==> src/logic/core_cfg_pkg.sv <==
// core configuration: widths and base types shared by the whole core
package core_cfg_pkg;

    // datapath and tag widths
    localparam int REG_DATA_W  = 32;
    localparam int REG_ADDR_W  = 5;
    localparam int CSR_ADDR_W  = 12;
    localparam int COMMIT_ID_W = 3;

    // integer register count, x0 included
    localparam int NUM_REGS = 1 << REG_ADDR_W;

    typedef logic [REG_DATA_W-1:0]  reg_data_t;
    typedef logic [REG_ADDR_W-1:0]  reg_addr_t;
    typedef logic [CSR_ADDR_W-1:0]  csr_addr_t;

    // tag handed out by the issue stage, returned on commit
    typedef logic [COMMIT_ID_W-1:0] commit_id_t;

endpackage

==> src/logic/wb_pkg.sv <==
// writeback types: producer write requests, commit report and source codes
package wb_pkg;

    import core_cfg_pkg::*;

    // one register write from an execution unit
    typedef struct packed {
        logic       we;
        reg_addr_t  addr;
        reg_data_t  data;
        commit_id_t id;
    } reg_wr_t;

    // write to the external CSR file
    typedef struct packed {
        logic      we;
        csr_addr_t addr;
        reg_data_t data;
    } csr_wr_t;

    // completion report towards hazard logic
    typedef struct packed {
        logic       valid;
        commit_id_t id;
    } commit_t;

    // arbiter grant, NONE when the port stays idle
    typedef enum logic [2:0] {
        NONE = 3'd0,
        LSU  = 3'd1,
        MUL  = 3'd2,
        DIV  = 3'd3,
        CSR  = 3'd4,
        ALU  = 3'd5
    } wb_src_e;

endpackage

==> src/logic/reg_file.sv <==
// integer register file, 32 entries, x0 hardwired to zero, one read port
`timescale 1ns/1ns

module reg_file (
    input  logic                   clk,
    input  logic                   rst_n,
    input  wb_pkg::reg_wr_t        wr_i,
    input  core_cfg_pkg::reg_addr_t rs_addr_i,
    output core_cfg_pkg::reg_data_t rs_data_o
);
    import core_cfg_pkg::*;

    reg_data_t regs [NUM_REGS];
    logic      wr_en;

    // x0 stays at its reset value of zero
    assign wr_en = wr_i.we && (wr_i.addr != '0);

    always_ff @(posedge clk or negedge rst_n) begin
        if (!rst_n) begin
            for (int i = 0; i < NUM_REGS; i++) begin
                regs[i] <= '0;
            end
        end else if (wr_en) begin
            regs[wr_i.addr] <= wr_i.data;
        end
    end

    // combinational read, new value visible after the write edge
    assign rs_data_o = regs[rs_addr_i];

endmodule

==> src/logic/wb_arbiter.sv <==
// fixed-priority writeback arbiter: lsu, then parked writes, then direct writes
`timescale 1ns/1ns

module wb_arbiter (
    input  wb_pkg::reg_wr_t lsu_wr_i,
    input  wb_pkg::reg_wr_t mul_wr_i,
    input  wb_pkg::reg_wr_t div_wr_i,
    input  wb_pkg::reg_wr_t csr_wr_i,
    input  wb_pkg::reg_wr_t alu_wr_i,
    input  wb_pkg::reg_wr_t mul_head_i,
    input  wb_pkg::reg_wr_t div_head_i,
    input  wb_pkg::reg_wr_t csr_head_i,
    input  wb_pkg::reg_wr_t alu_head_i,
    input  logic            mul_empty_i,
    input  logic            div_empty_i,
    input  logic            csr_empty_i,
    input  logic            alu_empty_i,
    input  logic            mul_full_i,
    input  logic            div_full_i,
    input  logic            csr_full_i,
    input  logic            alu_full_i,
    output logic [3:0]      push_o,
    output logic [3:0]      pop_o,
    output logic [3:0]      ready_o,
    output wb_pkg::wb_src_e grant_o,
    output wb_pkg::reg_wr_t sel_o
);
    import wb_pkg::*;

    // bit order in every vector: 0 mul, 1 div, 2 csr, 3 alu
    logic [3:0] req;
    logic [3:0] empty;
    logic [3:0] accept;
    logic [3:0] direct;
    logic       lsu_act;
    logic       any_parked;

    assign req     = {alu_wr_i.we, csr_wr_i.we, div_wr_i.we, mul_wr_i.we};
    assign empty   = {alu_empty_i, csr_empty_i, div_empty_i, mul_empty_i};
    assign ready_o = ~{alu_full_i, csr_full_i, div_full_i, mul_full_i};

    assign lsu_act    = lsu_wr_i.we;
    assign accept     = req & ready_o;
    assign any_parked = ~&empty;

    // drain parked entries while the lsu leaves the port free
    always_comb begin
        pop_o = '0;
        if (!lsu_act) begin
            for (int i = 0; i < 4; i++) begin
                if (!empty[i] && pop_o == '0) begin
                    pop_o[i] = 1'b1;
                end
            end
        end
    end

    // a direct write may only pass when nothing at all is waiting
    always_comb begin
        direct = '0;
        if (!lsu_act && !any_parked) begin
            for (int i = 0; i < 4; i++) begin
                if (accept[i] && direct == '0) begin
                    direct[i] = 1'b1;
                end
            end
        end
    end

    // every accepted write that lost the port gets parked
    assign push_o = accept & ~direct;

    always_comb begin
        sel_o   = '0;
        grant_o = NONE;
        if (lsu_act) begin
            sel_o   = lsu_wr_i;
            grant_o = LSU;
        end else if (pop_o[0] || direct[0]) begin
            sel_o   = pop_o[0] ? mul_head_i : mul_wr_i;
            grant_o = MUL;
        end else if (pop_o[1] || direct[1]) begin
            sel_o   = pop_o[1] ? div_head_i : div_wr_i;
            grant_o = DIV;
        end else if (pop_o[2] || direct[2]) begin
            sel_o   = pop_o[2] ? csr_head_i : csr_wr_i;
            grant_o = CSR;
        end else if (pop_o[3] || direct[3]) begin
            sel_o   = pop_o[3] ? alu_head_i : alu_wr_i;
            grant_o = ALU;
        end
        sel_o.we = (grant_o != NONE);
    end

endmodule

==> src/logic/wb_fifo.sv <==
// parking FIFO holding the register writes of one producer
`timescale 1ns/1ns

module wb_fifo #(
    parameter int FIFO_DEPTH = 2
) (
    input  logic            clk,
    input  logic            rst_n,
    input  logic            push_i,
    input  wb_pkg::reg_wr_t entry_i,
    input  logic            pop_i,
    output wb_pkg::reg_wr_t head_o,
    output logic            empty_o,
    output logic            full_o
);
    import wb_pkg::*;

    localparam int PTR_W = (FIFO_DEPTH > 1) ? $clog2(FIFO_DEPTH) : 1;
    localparam int CNT_W = $clog2(FIFO_DEPTH + 1);

    reg_wr_t          mem [FIFO_DEPTH];
    logic [PTR_W-1:0] wr_ptr;
    logic [PTR_W-1:0] rd_ptr;
    logic [CNT_W-1:0] count;

    // wrap at the last slot, depth need not be a power of two
    function automatic logic [PTR_W-1:0] ptr_next(input logic [PTR_W-1:0] ptr);
        if (ptr == PTR_W'(FIFO_DEPTH - 1)) begin
            return '0;
        end
        return ptr + 1'b1;
    endfunction

    always_ff @(posedge clk) begin
        if (push_i) begin
            mem[wr_ptr] <= entry_i;
        end
    end

    always_ff @(posedge clk or negedge rst_n) begin
        if (!rst_n) begin
            wr_ptr <= '0;
            rd_ptr <= '0;
            count  <= '0;
        end else begin
            if (push_i) begin
                wr_ptr <= ptr_next(wr_ptr);
            end
            if (pop_i) begin
                rd_ptr <= ptr_next(rd_ptr);
            end
            // simultaneous push and pop leaves the count alone
            case ({push_i, pop_i})
                2'b10:   count <= count + 1'b1;
                2'b01:   count <= count - 1'b1;
                default: ;
            endcase
        end
    end

    assign head_o  = mem[rd_ptr];
    assign empty_o = (count == '0);
    assign full_o  = (count == CNT_W'(FIFO_DEPTH));

    a_no_push_full: assert property (@(posedge clk) disable iff (!rst_n) push_i |-> !full_o);
    a_no_pop_empty: assert property (@(posedge clk) disable iff (!rst_n) pop_i |-> !empty_o);

endmodule

==> src/logic/wb_top.sv <==
// writeback top level: writeback unit feeding the integer register file
`timescale 1ns/1ns

module wb_top #(
    parameter int FIFO_DEPTH = 2
) (
    input  logic                    clk,
    input  logic                    rst_n,
    input  wb_pkg::reg_wr_t         lsu_wr_i,
    input  wb_pkg::reg_wr_t         mul_wr_i,
    input  wb_pkg::reg_wr_t         div_wr_i,
    input  wb_pkg::reg_wr_t         csr_reg_wr_i,
    input  wb_pkg::reg_wr_t         alu_wr_i,
    input  wb_pkg::csr_wr_t         csr_wr_i,
    input  core_cfg_pkg::reg_addr_t rs_addr_i,
    output logic                    mul_ready_o,
    output logic                    div_ready_o,
    output logic                    csr_ready_o,
    output logic                    alu_ready_o,
    output wb_pkg::commit_t         commit_o,
    output wb_pkg::csr_wr_t         csr_wr_o,
    output core_cfg_pkg::reg_data_t rs_data_o
);
    import wb_pkg::*;

    // registered write from the unit into the register file
    reg_wr_t rf_wr;

    wb_unit #(.FIFO_DEPTH(FIFO_DEPTH)) u_wb_unit (
        .clk          (clk),
        .rst_n        (rst_n),
        .lsu_wr_i     (lsu_wr_i),
        .mul_wr_i     (mul_wr_i),
        .div_wr_i     (div_wr_i),
        .csr_reg_wr_i (csr_reg_wr_i),
        .alu_wr_i     (alu_wr_i),
        .csr_wr_i     (csr_wr_i),
        .mul_ready_o  (mul_ready_o),
        .div_ready_o  (div_ready_o),
        .csr_ready_o  (csr_ready_o),
        .alu_ready_o  (alu_ready_o),
        .rf_wr_o      (rf_wr),
        .commit_o     (commit_o),
        .csr_wr_o     (csr_wr_o)
    );

    reg_file u_reg_file (
        .clk       (clk),
        .rst_n     (rst_n),
        .wr_i      (rf_wr),
        .rs_addr_i (rs_addr_i),
        .rs_data_o (rs_data_o)
    );

endmodule

==> src/logic/wb_unit.sv <==
// writeback unit: parking FIFOs, arbitration, output register and CSR delay
`timescale 1ns/1ns

module wb_unit #(
    parameter int FIFO_DEPTH = 2
) (
    input  logic            clk,
    input  logic            rst_n,
    input  wb_pkg::reg_wr_t lsu_wr_i,
    input  wb_pkg::reg_wr_t mul_wr_i,
    input  wb_pkg::reg_wr_t div_wr_i,
    input  wb_pkg::reg_wr_t csr_reg_wr_i,
    input  wb_pkg::reg_wr_t alu_wr_i,
    input  wb_pkg::csr_wr_t csr_wr_i,
    output logic            mul_ready_o,
    output logic            div_ready_o,
    output logic            csr_ready_o,
    output logic            alu_ready_o,
    output wb_pkg::reg_wr_t rf_wr_o,
    output wb_pkg::commit_t commit_o,
    output wb_pkg::csr_wr_t csr_wr_o
);
    import core_cfg_pkg::*;
    import wb_pkg::*;

    // index 0 mul, 1 div, 2 csr, 3 alu, as in the arbiter
    reg_wr_t    src_wr [4];
    reg_wr_t    fifo_head [4];
    logic [3:0] fifo_push;
    logic [3:0] fifo_pop;
    logic [3:0] fifo_empty;
    logic [3:0] fifo_full;
    logic [3:0] ready;
    wb_src_e    grant;
    reg_wr_t    sel_wr;

    // output stage, enables reset, payload free running
    logic       rf_we_q;
    reg_addr_t  rf_addr_q;
    reg_data_t  rf_data_q;
    commit_id_t rf_id_q;
    logic       csr_we_q;
    csr_addr_t  csr_addr_q;
    reg_data_t  csr_data_q;

    assign src_wr[0] = mul_wr_i;
    assign src_wr[1] = div_wr_i;
    assign src_wr[2] = csr_reg_wr_i;
    assign src_wr[3] = alu_wr_i;

    for (genvar i = 0; i < 4; i++) begin : gen_fifo
        wb_fifo #(.FIFO_DEPTH(FIFO_DEPTH)) u_fifo (
            .clk     (clk),
            .rst_n   (rst_n),
            .push_i  (fifo_push[i]),
            .entry_i (src_wr[i]),
            .pop_i   (fifo_pop[i]),
            .head_o  (fifo_head[i]),
            .empty_o (fifo_empty[i]),
            .full_o  (fifo_full[i])
        );
    end

    wb_arbiter u_arbiter (
        .lsu_wr_i    (lsu_wr_i),
        .mul_wr_i    (mul_wr_i),
        .div_wr_i    (div_wr_i),
        .csr_wr_i    (csr_reg_wr_i),
        .alu_wr_i    (alu_wr_i),
        .mul_head_i  (fifo_head[0]),
        .div_head_i  (fifo_head[1]),
        .csr_head_i  (fifo_head[2]),
        .alu_head_i  (fifo_head[3]),
        .mul_empty_i (fifo_empty[0]),
        .div_empty_i (fifo_empty[1]),
        .csr_empty_i (fifo_empty[2]),
        .alu_empty_i (fifo_empty[3]),
        .mul_full_i  (fifo_full[0]),
        .div_full_i  (fifo_full[1]),
        .csr_full_i  (fifo_full[2]),
        .alu_full_i  (fifo_full[3]),
        .push_o      (fifo_push),
        .pop_o       (fifo_pop),
        .ready_o     (ready),
        .grant_o     (grant),
        .sel_o       (sel_wr)
    );

    assign mul_ready_o = ready[0];
    assign div_ready_o = ready[1];
    assign csr_ready_o = ready[2];
    assign alu_ready_o = ready[3];

    always_ff @(posedge clk or negedge rst_n) begin
        if (!rst_n) begin
            rf_we_q  <= 1'b0;
            csr_we_q <= 1'b0;
        end else begin
            rf_we_q  <= sel_wr.we;
            csr_we_q <= csr_wr_i.we;
        end
    end

    always_ff @(posedge clk) begin
        rf_addr_q  <= sel_wr.addr;
        rf_data_q  <= sel_wr.data;
        rf_id_q    <= sel_wr.id;
        csr_addr_q <= csr_wr_i.addr;
        csr_data_q <= csr_wr_i.data;
    end

    // every register write also reports its commit, x0 included
    assign rf_wr_o  = '{we: rf_we_q, addr: rf_addr_q, data: rf_data_q, id: rf_id_q};
    assign commit_o = '{valid: rf_we_q, id: rf_id_q};
    assign csr_wr_o = '{we: csr_we_q, addr: csr_addr_q, data: csr_data_q};

    // lsu never waits, whatever is parked
    a_lsu_next_cycle: assert property (@(posedge clk) disable iff (!rst_n)
        lsu_wr_i.we |=> commit_o.valid && commit_o.id == $past(lsu_wr_i.id));

    // the port is never shared between an lsu write and a pop
    a_one_source: assert property (@(posedge clk) disable iff (!rst_n)
        $onehot0({lsu_wr_i.we, fifo_pop}));

    // parked writes are not left waiting on an idle port
    a_drain: assert property (@(posedge clk) disable iff (!rst_n)
        !lsu_wr_i.we && !(&fifo_empty) |-> grant != NONE);

endmodule

==> config.mk <==
export PLATFORM = sky130hd
export DESIGN_NAME = wb_top
export DESIGN_NICKNAME = d
export VERILOG_FILES = /design/src/logic/core_cfg_pkg.sv /design/src/logic/wb_pkg.sv /design/src/logic/reg_file.sv /design/src/logic/wb_arbiter.sv /design/src/logic/wb_fifo.sv /design/src/logic/wb_top.sv /design/src/logic/wb_unit.sv
export SDC_FILE = /design/constraint.sdc
export NUM_CORES = 2
export LEC_CHECK = 0
export CAP_MARGIN = 10
export CORE_ASPECT_RATIO = 1.2
export CORE_MARGIN = 4
export CORE_UTILIZATION = 40
export CTS_CLUSTER_DIAMETER = 30
export DETAILED_ROUTE_END_ITERATION = 8
export DONT_BUFFER_PORTS = 1
export MAX_ROUTING_LAYER = met4
export PLACE_DENSITY = 0.64
export SLEW_MARGIN = 20
export SYNTH_ARGS = -nofsm -noshare
export SYNTH_HDL_FRONTEND = slang
export SYNTH_SLANG_ARGS = --single-unit
==> constraint.sdc <==
create_clock -name clk -period 6.6 [get_ports clk]
set_input_delay 0.66 -clock clk [delete_from_list [all_inputs] [get_ports clk]]
set_output_delay 0.66 -clock clk [all_outputs]
set_load 0.01 [all_outputs]
==> metrics.txt <==
Area contributors post-synth=dfrtp_1, mux2_2, edfxtp_1; DRC viols=0; area leader, netlist=dfrtp_1; Adder-Cell Fraction of Synth Area=0.0796%; critical path class=primary input to asynchronous set/reset pin; Max Fanout on Critical Path=141; number of setup violations in the final report=0; CTS buffer count=283; die width=370 um; top cells by count, synth=dfrtp_1, mux2_2, edfxtp_1; total track usage=21.3%; largest family of logic cells by synthesized area=multiplexers; Power, Total=0.0373 W; reg-to-reg endpoint=u_wb_unit.gen_fifo[3].u_fifo.mem[0][6]; critical path endpoint category=asynchronous set/reset pin; Flop pwr share=40.3%; multiplexer share of the synthesized area=31.6%; Critical Path End=u_reg_file.regs[185]; Simple-Gate Fraction of Synth Area=2.25%; Starting Density=40.2%; largest net degree at the start of global routing=257; Hold Fails Final Rpt=0; Yosys warning total=0; peak supply drop=0.497 mV; synthesized cell area=62900 sq um; GRT overflow=0; H-tree depth=5; clock share of power=37.4%; CTS tree=built; startpoint type of the worst setup path=primary input; Filler Cells Inserted=13187; max-cap viol count=0; Root Driver=clkbuf_16; Die Span Y=442 um; Area Growth Syn to Fin=22.5%; sequential area share after synthesis=59.4%; Tcrit/Tclk final=67.1%; Syn Nets=4272; Post-CTS Setup Inserts=0; Synth Flop Type=dfrtp_1; NetSw=0.0103 W; Final Net Count=4497; worst slack at placement=2.69 ns; Clock Sinks=1446; R2R setup slack=3.14 ns; Worst EP arrival=5.33 ns; io pins=342; core area=156000 sq um; Yosys cell types=49; worst path required time=7.50 ns; DRT antenna net count=0; std cell rows=159; xor and xnor area share after synthesis=0.279%; drt first pass iters=6; syn avg cell area=15.7 sq um; Initial DRC Count=2472; clk_lat worst skew=0.88 ns; hold_sp=lsu_wr_i[40]; combinational power share=22.3%; Min-Delay Path Class=primary input to flop; PwrDens=485 nW/um^2; top-area cell type share of the netlist area=41.5%; top-count cell post-synth=dfrtp_1; unrepaired setup endpoints after global routing=false; share of layout cells above drive strength 1=43.7%; antenna violations before repair=22; Fin Setup TNS=0 ns; reg2reg path depth=6; detailed-placement wirelength estimate=91.8 mm; Hold Buf Count CTS=264; min Tclk post-route=4.43 ns; wire length per cell=25.9 um; Slew Viols, Final=94; f_max=226 MHz; # port buffers=0; Max-slew headroom=-20.4%; CTS resizes=0; Synth Instances=4011; CP startpoint=rst_n; first-pass GRT wire length=255 mm; Vias/cell=5.56; Switching Share=27.6%; Worst Tran Pin Value=1.81 ns; clk buf depth=4; run status=finished with violations; Post-synth EDFFs=320; flops & latches, synth=1446; fraction of registers with async set/reset=72.1%; Internal Power=0.0270 W; PnR worst setup slack=2.17 ns; Vias=36394; compound-cell area share of the yosys netlist=3.80%; Worst Clk Skew=0.0485 ns; die area=164000 sq um; vias in the first global route=39358; worst r2r src=u_wb_unit.gen_fifo[3].u_fifo.count[1]; LEAKAGE=31.3 nW; Post-Route WL=170 mm; Routability Congestion=0.788; failing checks=max-slew violations; Worst-path clk slew=0.05 ns
## metal layers
| metal | part of all wire (%) | global-route usage [%] | vias up |
|---|---|---|---|
| li1 | - | - | 15593 |
| met1 | 42 | 26.9 | 19438 |
| met2 | 49 | 34.4 | 1033 |
| met3 | 5.4 | 4.56 | 330 |
| met4 | 2.7 | 6.89 | 0 |
| met5 | 0 | - | - |
## critical path, cell delays in order
cell and delay, ns:
dlygate4sd3_1 0.63, buf_16 0.51, buf_16 0.55, buf_16 0.49, buf_16 0.38, buf_16 0.46
buf_16 0.40, buf_16 0.54
## placed cells by master, fill, tap and decap left out, types with 18 or more instances in the layout
cell / count
edfxtp_1: 320
a21oi_2: 38
inv_6: 30
a21oi_1: 42
clkbuf_8: 21
mux2i_1: 249
clkbuf_1: 20
diode_2: 21
clkbuf_16: 288
dfxtp_2: 18
nor2b_1: 40
and3_1: 42
nor2_1: 87
a22o_1: 32
mux2_2: 1031
clkinv_4: 19
nor2_4: 27
o21ai_0: 42
dfrtp_1: 1038
buf_4: 61
dlygate4sd3_1: 262
bufinv_16: 28
dfxtp_1: 66
clkinv_2: 47
mux4_2: 256
a31o_1: 38
nand2_1: 47
a221oi_1: 70
o211ai_1: 40
clkinvlp_4: 23
## area by class of cell
class	count	area, sq um	area share (%)
timing repair buffer	334	3380	4.39
multi-input combinational	2167	24200	31.4
tap	2093	2620	3.40
antenna	21	52.6	0.0683
clock inverter	157	1750	2.28
sequential	1446	37400	48.6
clock buffer	329	7570	9.83
inverter	4	15.0	0.0195
## logic make-up after synthesis
family,count (synthesis)
compound gates,313
xor+xnor,20
fa+ha+maj,4
buf+inv,398
flops,1446
mux,1536
simple gates,294
## power groups by stage
stage / clock, W / combinational (W) / sequential, W
detailed placement: 0 / 0.00816 / 0.0151
floorplan: 0 / 0.00692 / 0.0140
global route: 0.0147 / 0.00900 / 0.0155
CTS: 0.0142 / 0.00837 / 0.0150
global placement: 0 / 0.00795 / 0.0149
finish: 0.0140 / 0.00832 / 0.0151
## stage by stage
step / hold slack [ns] / std cells / utilization, % / area [sq um]
after floorplan: 0.364 / 4011 / - / 62900
after global placement: 0.360 / 5775 / 41.4 / 64800
after detailed placement: 0.363 / 5776 / 41.4 / 64800
after CTS: 0.000288 / 6526 / 49.1 / 76800
after global routing: 0.0332 / 6550 / 49.2 / 77000
final: 0.0700 / 6551 / 49.2 / 77000
## registers in the layout, summed over array words and instances (netlist names)
register                          flops
u_wb_unit.csr_we_q                    1
u_wb_unit.gen_fifo.u_fifo.wr_ptr      4
u_wb_unit.rf_id_q                     3
u_wb_unit.csr_data_q                 32
u_wb_unit.gen_fifo.u_fifo.rd_ptr      4
u_wb_unit.csr_addr_q                 12
u_wb_unit.rf_addr_q                   5
u_wb_unit.rf_data_q                  32
u_wb_unit.gen_fifo.u_fifo.count       8
u_wb_unit.rf_we_q                     1
u_wb_unit.gen_fifo.u_fifo.mem       320
u_reg_file.regs                    1024
## how the worst min path moves through the flow
stage,end,slack (ns),cells past startpoint
after detailed placement,u_reg_file.regs[1006],0.36,0
after global placement,u_reg_file.regs[999],0.36,0
after floorplan,u_reg_file.regs[0],0.36,0
final,u_wb_unit.rf_data_q[14],0.07,2
after global routing,u_wb_unit.rf_data_q[1],0.03,2
after CTS,u_wb_unit.rf_data_q[7],0.0003,2
Note: power is estimated with default switching activity, not from simulation.
